<file path="config.mk">
export PLATFORM = sky130hd
export DESIGN_NAME = l1b_ctrl
export DESIGN_NICKNAME = d
export VERILOG_FILES = /design/src/hdl/l1b_pkg.sv /design/src/hdl/l1b_ctrl.sv
export VERILOG_INCLUDE_DIRS = /design/src /design/src/hdl
export SDC_FILE = /design/constraint.sdc
export NUM_CORES = 1
export LEC_CHECK = 0
export BUFFER_PORTS_ARGS = -buffer_cell sky130_fd_sc_hd__buf_2
export CAP_MARGIN = 15
export CORE_AREA = 2 2 754 756
export CTS_BUF_LIST = sky130_fd_sc_hd__clkbuf_8
export DETAILED_ROUTE_END_ITERATION = 16
export DIE_AREA = 0 0 756 758
export PLACE_DENSITY = 0.3
export SLEW_MARGIN = 20
export SYNTH_ARGS = -nofsm -noshare
export SYNTH_HDL_FRONTEND = slang
export SYNTH_SLANG_ARGS = --single-unit
</file>
<file path="constraint.sdc">
create_clock -name clk -period 39.7 [get_ports clk]
set_clock_uncertainty 0.2 [all_clocks]
set_input_delay 7.94 -clock clk [delete_from_list [all_inputs] [get_ports clk]]
set_output_delay 7.94 -clock clk [all_outputs]
set_load 0.01 [all_outputs]
</file>
<file path="src/hdl/l1b_config.svh">
`ifndef L1B_CONFIG_SVH
`define L1B_CONFIG_SVH

// channel count, halves split the texture row
`define L1B_BANK_CH 4

// rows held by each channel
`define L1B_RAM_DEPTH 64

// byte width
`define L1B_WORD_WID 8

// bytes per row
`define L1B_LB_CH 16

// one row, 128 bits by default
`define L1B_ROW_WID (`L1B_WORD_WID * `L1B_LB_CH)

// compute word address covers four 32-bit words per row
`define L1B_WORD_ADDR_WID $clog2(`L1B_RAM_DEPTH * 4)

// texture row address
`define L1B_ROW_ADDR_WID $clog2(`L1B_RAM_DEPTH)

`endif

</file>
<file path="src/hdl/l1b_pkg.sv">
`default_nettype none

`include "l1b_config.svh"

package l1b_pkg;

   // active client of the bank
   typedef enum logic {
      MODE_TCACHE = 1'b0,
      MODE_CUBANK = 1'b1
   } l1b_mode_e;

   // texture side FSM
   typedef enum logic [1:0] {
      ST_IDLE = 2'd0,
      ST_READ = 2'd1, // read issued, data arrives next edge
      ST_RESP = 2'd2  // response held until taken
   } ctrl_state_e;

   // compute-bank word access, one per channel
   typedef struct packed {
      logic                             we;
      logic [3:0]                       be;
      logic [31:0]                      wdata;
      logic [`L1B_WORD_ADDR_WID-1:0]    addr;  // row * 4 + lane
   } cu_req_t;

   // texture-cache row access, whole bank
   typedef struct packed {
      logic [`L1B_BANK_CH-1:0]          cs;
      logic                             we;
      logic [`L1B_ROW_ADDR_WID-1:0]     addr;
      logic [2*`L1B_ROW_WID-1:0]        wdata;   // lower half to lower channels
      logic [2*`L1B_LB_CH-1:0]          bitmask; // one bit per byte
   } tc_req_t;

   // one channel's slice of a texture access
   typedef struct packed {
      logic                             en;
      logic                             we;
      logic [`L1B_ROW_ADDR_WID-1:0]     addr;
      logic [`L1B_ROW_WID-1:0]          wdata;
      logic [`L1B_LB_CH-1:0]            bitmask;
   } tc_ch_req_t;

   typedef struct packed {
      logic [`L1B_BANK_CH-1:0]                     rvalid; // copy of the request cs
      logic [`L1B_BANK_CH-1:0][`L1B_ROW_WID-1:0]   rdata;
   } tc_rsp_t;

endpackage

`default_nettype wire

</file>
<file path="src/hdl/l1b_ctrl.sv">
`default_nettype none

`include "l1b_config.svh"

module l1b_ctrl (
   input  wire logic                                         clk,
   input  wire logic                                         reset,
   input  wire l1b_pkg::l1b_mode_e                           gpu_mode,
   // texture request
   input  wire logic                                         tc_req_valid,
   input  wire l1b_pkg::tc_req_t                             tc_req,
   output logic                                              tc_req_ready,
   // texture response
   output logic                                              tc_rsp_valid,
   output l1b_pkg::tc_rsp_t                                  tc_rsp,
   input  wire logic                                         tc_rsp_ready,
   // channel side
   output logic                                              cu_en,
   output l1b_pkg::tc_ch_req_t [`L1B_BANK_CH-1:0]            tc_ch,
   input  wire logic [`L1B_BANK_CH-1:0][`L1B_ROW_WID-1:0]    row_rdata
);

   import l1b_pkg::*;

   localparam int HALF = `L1B_BANK_CH / 2;

   ctrl_state_e               state;
   ctrl_state_e               state_nxt;
   l1b_mode_e                 mode;
   logic                      tc_accept;
   logic [`L1B_BANK_CH-1:0]   cs_q;
   tc_rsp_t                   rsp_q;

   assign tc_req_ready = (state == ST_IDLE) && (mode == MODE_TCACHE);
   assign tc_accept    = tc_req_valid & tc_req_ready;
   assign tc_rsp_valid = (state == ST_RESP);
   assign tc_rsp       = rsp_q;
   assign cu_en        = (mode == MODE_CUBANK);

   always_comb begin
      state_nxt = state;
      case (state)
         ST_IDLE: if (tc_accept && !tc_req.we) state_nxt = ST_READ; // writes need no response
         ST_READ: state_nxt = ST_RESP;
         ST_RESP: if (tc_rsp_ready) state_nxt = ST_IDLE;
         default: state_nxt = ST_IDLE;
      endcase
   end

   // mode only follows gpu_mode with nothing in flight
   always_ff @(posedge clk) begin
      if (reset) begin
         state <= ST_IDLE;
         mode  <= MODE_TCACHE;
      end else begin
         state <= state_nxt;
         if (state == ST_IDLE) begin
            mode <= gpu_mode;
         end
      end
   end

   // broadcast, each half of the bank takes its half of the row
   always_comb begin
      for (int i = 0; i < `L1B_BANK_CH; i++) begin
         tc_ch[i].en      = tc_accept & tc_req.cs[i];
         tc_ch[i].we      = tc_req.we;
         tc_ch[i].addr    = tc_req.addr;
         tc_ch[i].wdata   = tc_req.wdata[(i / HALF)*`L1B_ROW_WID +: `L1B_ROW_WID];
         tc_ch[i].bitmask = tc_req.bitmask[(i / HALF)*`L1B_LB_CH +: `L1B_LB_CH];
      end
   end

   always_ff @(posedge clk) begin
      if (tc_accept) begin
         cs_q <= tc_req.cs;
      end
      // capture edge, unselected channels report zero
      if (state == ST_READ) begin
         rsp_q.rvalid <= cs_q;
         for (int i = 0; i < `L1B_BANK_CH; i++) begin
            rsp_q.rdata[i] <= cs_q[i] ? row_rdata[i] : '0;
         end
      end
   end

endmodule

`default_nettype wire

</file>
# Yosys cells after proc, flatten, opt, wreduce, memory -nomap -nowiden
# Index checks and enable logic that the tools add are counted.
[op_classes]
n_addsub = 0
mul = 0
div_mod_pow = 0
n_lt_le_gt_ge = 0
n_eq_ne = 4
n_shift = 0
n_mux = 3
bitwise_logic = 6
reduce_logical = 5
[op_table]
columns = ["operator", "n"]
rows = [
  ["$pmux W2 S3", 1],
  ["$and A1 B1 Y1", 5],
  ["$mux W2", 2],
  ["$ne A2 B1 Y1 const B", 2],
  ["$eq A2 B1 Y1 const B", 1],
  ["$eq A2 B2 Y1 const B", 1],
  ["$logic_and A1 B1 Y1", 2],
  ["$logic_not A2 Y1", 1],
  ["$reduce_and A2 Y1", 1],
  ["$logic_not A1 Y1", 1],
  ["$not A1 Y1", 1],
]
[totals]
register_bits = 523
latchBits = 0
ramBits = 0
romBits = 0
inputBits = 816
elab_cells = 26
memories = 0

# Depth between registers and ports, before layout
# Gate-level depths: netlist of run 1.
[logic_depth]
ltp_word = 6
depth_mapped = 3
ltp_nobuf = 2

# Least setup slack after synthesis of run 1
# OpenSTA, ideal clock, no wires.
[synth_timing]
path_type = "register to register"
from = "register state[1]"
to = "register state[1]"
setup_ns = 0.148
arrival_time_ns = 24.972
required_time_ns = 39.352
slack_ns = 14.380
stages_incl_launch_ff = 3
n_path_buf = 0
period_less_slack_ns = 25.320
cell_sequence = "dfxtp_1 nor2b_1 a22o_1"
[synth_between]
elab_chain_len = 6
elab_cells_between_ends = 10
[synth_rtl]
columns = ["item", "line", "rtl"]
rows = [
  ["start, declared", "l1b_ctrl.sv:27", "ctrl_state_e state;"],
  ["start signal, assigned", "l1b_ctrl.sv:56", "state <= state_nxt;"],
  ["$logic_not A2 Y1", "l1b_ctrl.sv:34, l1b_ctrl.sv:42", ""],
  ["$logic_and A1 B1 Y1", "l1b_ctrl.sv:34", "assign tc_req_ready = (state == ST_IDLE) && (mode == MODE_TCACHE);"],
  ["$and A1 B1 Y1", "l1b_ctrl.sv:35", "assign tc_accept = tc_req_valid & tc_req_ready;"],
  ["$logic_and A1 B1 Y1", "l1b_ctrl.sv:43", "ST_IDLE: if (tc_accept && !tc_req.we) state_nxt = ST_READ;"],
  ["$ne A2 B1 Y1 (no line)", "n/a", ""],
  ["$reduce_and A2 Y1 (no line)", "n/a", ""],
]
# Parallel ways exist; a longest one is shown, timed or not.
# A chain may end at the register's enable or synchronous reset.

==> results of run 1 <==
layer usage:
layer	track usage (%)	part of all wire, %	vias to the layer above
met5	0	0.22	-
met4	4.972	6.2	98
met3	10.23	23	681
met2	17.38	49	1924
met1	6.542	22	7452
li1	-	-	6260
metrics by stage:
step           setup slack, ns  hold slack, ns
2_1_floorplan            14.38          0.2459
3_3_place_gp             22.50          0.3661
3_5_place_dp             22.51          0.3645
4_1_cts                  22.51          0.3756
5_1_grt                  22.52          0.4175
6_report                 22.53          0.3703
power by group:
| part | total [mW] | internal [mW] | switching (mW) |
|---|---|---|---|
| Combinational | 0.118 | 0.0431 | 0.0751 |
| Clock | 0.634 | 0.331 | 0.304 |
| Sequential | 0.633 | 0.628 | 0.00502 |
state kept, by name (all words and copies together) (netlist names):
| register | flops |
|---|---|
| cs_q | 4 |
| tc_rsp | 516 |
| cu_en | 1 |
| state | 2 |
final timing paths:
| kind | start | end | slack (ns) | depth (start not counted) |
|---|---|---|---|---|
| worst max register to register | state[0] | tc_rsp[2] | 34.66 | 6 |
| worst min register to register | cu_en | cu_en | 0.37 | 2 |
| worst min-delay path | cu_en | cu_en | 0.37 | 2 |
| worst max-delay path | tc_req_valid | tc_ch[151] | 22.53 | 4 |
cell type report:
| class | instances | share of cell area (%) |
|---|---|---|
| Multi-Input combinational cell | 526 | 9.187 |
| Inverter | 1 | 0.01037 |
| Antenna cell | 99 | 0.6846 |
| Clock buffer | 111 | 4.222 |
| Timing Repair Buffer | 1064 | 14.86 |
| Clock inverter | 79 | 1.767 |
| Sequential cell | 523 | 43.32 |
| Tap cell | 7506 | 25.95 |
cell families after synthesis:
group	synth area share [%]
compound gates	0.07882
flops	65.86
simple gates	13.86
buf+inv	20.20
tightest hold or removal path, delay by kind of cell, from the launching register on:
family	cells	cell delay, ns
flops	1	0.36
compound gates	2	0.17
cell usage in the layout (no fill, tap or decap), types with 2 or more instances in the layout:
cell,synthesis,layout
buf_2,48,1048
edfxtp_1,520,520
and2_1,514,514
clkbuf_8,0,111
diode_2,0,99
inv_1,1,26
clkinv_2,0,19
clkinv_1,0,18
buf_4,604,15
bufinv_16,0,11
clkinvlp_4,0,4
dfxtp_1,3,3
and2_2,2,2
inv_8,0,2
==> impl_results.md, run 1 <==
* Outcome: finished clean
* Hold Vio Cnt, Final at 0
* Syn Inst Count at between 1500 and 2000
* Hold Crit Class: reg -> reg
* Worst-path clk slew at 0.06 ns
* Vias at 16420
* Fin crit share at between 40 and 50%
* Final instance area at approximately 36000 um2
* Top FF cell, synth: edfxtp_1
* GP Congestion at 0.8889
* Global route overflow at 0
* Crit start category: primary input
* Least-Margin Pin Slew at roughly 1.0 ns
* Post-synth top area cell: edfxtp_1
* Core Rows at 276
* Final Util at 6.413%
* Die area at around 570000 um2
* Seq/Total Area, Yosys at 65.86%
* Number of port buffers at around 1000
* Final min period at 17.17 ns
* IO Pins at ~1900
* Pin count of the biggest net entering global routing at 135
* Sink Count at 523
* Post-Syn Area at approximately 24000 um2
* Vias per inst at 1.657
* Lkg Pwr at 11.68 nW
* PD cells at 38.29 nW/um2
* Htree depth at 3
* WL final at 299200 um
* MaxCap Viol Count at 0
* Distinct cell type count after synthesis at 18
* Critical path peak fanout at 9
* Avg WL per Cell at 30.20 um
* Nature of the critical path endpoint: output pin
* RSZ-0062 raised after global routing: no
* Post-CTS Hold Fix Bufs at 0
* Fill cell count at 66230
* Final Max Slew Viols at 0
* Final Instance Count excl. Fillers at 9909
* Most numerous cell in the Yosys netlist: buf_4
* Setup Fix Bufs, Post-CTS at 0
* Post-route DRC at 0
* PostCTS Resize Cnt at 0
* Global-route wire length before repair at 336400 um
* GR Util All Layers at 9.961%
* DP Cell Count at 9620
* Vias in the first global route at between 15000 and 20000
* Average cell area after synthesis at 13.92 um2
* ANT nets after route at 0
* Die Span Y at 758 um
* Slew Limit Headroom at between 30% and 40%
* Synth Warn # at 0
* First-pass detailed-route iteration total at 4
* Most common library cells after synthesis: buf_4 (604), edfxtp_1 (520), and2_1 (514)
* HPWL after DPL at between 200000 and 300000 um
* Worst endpoint required time at 31.56 ns
* Arrival time worst endpoint at 9.03 ns
* Root Buffer: clkbuf_8
* Flop and latch count out of synthesis at 523
* Worst-Skew Late Latency at roughly 0.96 ns
* Synth Net Count at approximately 2500
* Initial antenna violation count at about 240
* Ratio of cells with drive above 1 in the final layout at 52.78%
* Number of synthesized flops with an enable pin at 520
* Die X at 756 um
* CP max stage cell: nor4b_4
* Synthesis-to-finish area growth at 52.04%
* Crit-path cells: buf_2 > nor4b_4 > and2_2 > buf_2
* Power Total at 1.386 mW
* CP peak stage delay at 0.58 ns
* Number of nets in the layout at 3042
* Setup TNS at 0 ns
* CP bufs+invs at 2
* Cell family with most CP delay: simple AND/OR/NAND/NOR gates
* 1st-iter DRT viols at 923
* Initial core utilization at under 10%
* Core area at 564300 um2
* Setup violators final at 0
* Most common cell on crit path: buf_2
* CTS tree: built
* Bufs on Longest Clock Path at 4
* Critical path class: in -> out
* FMAX at 0.05824 GHz
* Dominant cells by area after synthesis: edfxtp_1 (66%), buf_4 (19%), and2_1 (14%)
* Peak supply drop at 0.02166 mV
* Area occupied by multi-input gates at 3324 um2
* Post-DP Area at 33770 um2
* Register area at roughly 16000 um2
* Inserted Clock Buffers at 110
* Post-synthesis async set-or-reset flop share at 0%
* Area share of the largest cell type after synthesis at 65.61%
Power figures use the tool's default switching activity.
==> run 2, diff against run 1 <==
CORE_AREA = 2 2 761 763   (was 2 2 754 756)
DIE_AREA = 0 0 763 765   (was 0 0 756 758)
clock period = 14.4 ns   (was 39.7 ns; I/O delays follow)
==> impl_results.md, run 2 (synthesized netlist as in run 1, its figures left out) <==
* Outcome: finished clean
* GP Congestion at 0.9069
* Initial core utilization at under 10%
* FMAX at 0.1354 GHz
* Fin crit share at about half
* Hold endpoint: cu_en
* 1st-iter DRT viols at ~1000
* ANT nets after route at 0
* Die area at 583700 um2
* Core area at around 580000 um2
* Post-DP Area at 33880 um2
* Gr busiest metal: met2
* Critical path class: in -> out
* Critical path peak fanout at 5
* Initial antenna violation count at ~250
* Commonest cells after routing, fill and taps aside: buf_2 (1048), edfxtp_1 (520), and2_1 (514)
* Global route overflow at 0
* R2R cell count at 4
* Number of nets in the layout at 3049
* IO Pins at around 1900
* WL final at ~310000 um
* PostCTS Resize Cnt at 0
* Worst endpoint required time at 11.32 ns
* HPWL after DPL at 284300 um
* Hold Path Stages at 2
* Post-CTS Hold Fix Bufs at 0
* MaxCap Viol Count at 0
* Reg2reg end: tc_rsp[405]
* Crit start category: primary input
* Ratio of cells with drive above 1 in the final layout at between 50% and 60%
* GR Layer Usage met2 at 17.95%
* Synthesis-to-finish area growth at 53.11%
* Final Max Slew Viols at 0
* Least-Margin Pin Slew at 0.9940 ns
* Final instance area at 36440 um2
* Vias at 16800
* Hold Vio Cnt, Final at 0
* Power Total at approximately 3.9 mW
* Nature of the critical path endpoint: output pin
* Setup violators final at 0
* First-pass detailed-route iteration total at 5
* Htree depth at 3
* Hold Crit Class: reg -> reg
* Final min period at 7.383 ns
* Root Buffer: clkbuf_8
* PD cells at 106.7 nW/um2
* Core Rows at 279
* Arrival time worst endpoint at roughly 4.3 ns
* Grt met3 use at 10.33%
* Hold_sp: state[0]
* Number of port buffers at 1048
* Pin count of the biggest net entering global routing at 123
* Bufs on Longest Clock Path at 4
* GR Util All Layers at 10.18%
* Setup Fix Bufs, Post-CTS at 0
* Max reg flops at just over 500
* Peak supply drop at 0.06735 mV
* Setup TNS at 0 ns
* Die Span Y at 765 um
* CTS tree: built
* Worst-Skew Late Latency at 1.00 ns
* Lkg Pwr at 11.74 nW
* Worst R2R Setup Slack at 10.39 ns
* RSZ-0062 raised after global routing: no
* Reg-to-reg critical path startpoint: state[0]
* Vias in the first global route at approximately 17000
* Global-route wire length before repair at approximately 350000 um
* Slew Limit Headroom at 33.73%
* Commonest non-fill, non-tap cell in the layout: buf_2
* Sink Count at 523
* Inserted Clock Buffers at approximately 110
* Die X at about 760 um
* Avg WL per Cell at a little over 30 um
* Worst-path clk slew at ~0.060 ns
* Vias per inst at roughly 1.7
* Post-route DRC at 0
* Met1 usage at under 10%
[run 2: changes by cell type in the layout (fill, tap and decap cells not counted), sizes merged]
cell / delta
inv: -3
clkinvlp: -2
buf: +3
clkbuf: +4
clkinv: +15
diode: +11
[run 2: worst max path at each step]
| stage | from | endpoint | slack (ns) | cells past startpoint |
|---|---|---|---|---|
| after detailed placement | tc_req_valid | tc_ch[151] | 6.95 | 5 |
| after CTS | tc_req_valid | tc_ch[151] | 6.94 | 5 |
| after global routing | tc_req_valid | tc_ch[151] | 6.92 | 5 |
| final | tc_req_valid | tc_ch[151] | 7.02 | 5 |
| after floorplan | state[0] | state[1] | 5.37 | 2 |
| after global placement | tc_req_valid | tc_ch[151] | 6.92 | 5 |
[run 2: stage by stage]
stage	std cells	setup slack, ns	util, %	hold slack [ns]
floorplan	1710	5.373	-	0.2459
global placement	9704	6.915	5.886	0.5569
detailed placement	9704	6.946	5.886	0.5410
CTS	9908	6.940	6.282	0.5573
global route	9930	6.918	6.292	0.5642
finish	10020	7.017	6.330	0.5389
[run 2: report_power, final]
group	switching, mW	internal, mW
registers	0.0163	1.73
logic	0.216	0.119
clock network	0.865	0.940
total	1.10	2.79
[run 2: worst max-delay path, cell delays in order]
cell and delay, ns:
buf_2 0.11, nor4b_4 0.44, buf_4 0.31, and2_2 0.33, buf_2 0.20
[run 2: layout make-up]
class / instances / area (um2)
Clock buffer: 115 / 1583
Timing Repair Buffer: 1067 / 5391
Inverter: 1 / 3.754
Antenna cell: 110 / 275.3
Sequential cell: 523 / 15680
Tap cell: 7587 / 9493
Multi-Input combinational cell: 526 / 3324
Fill cell: 67340 / 539200
Clock inverter: 89 / 694.4
[run 2: per-layer routing]
metal | share of wire (%) | routed length (um)
met5 | 0.29 | 905
met4 | 5.1 | 15870
met3 | 22 | 69490
met2 | 49 | 154300
met1 | 23 | 71410
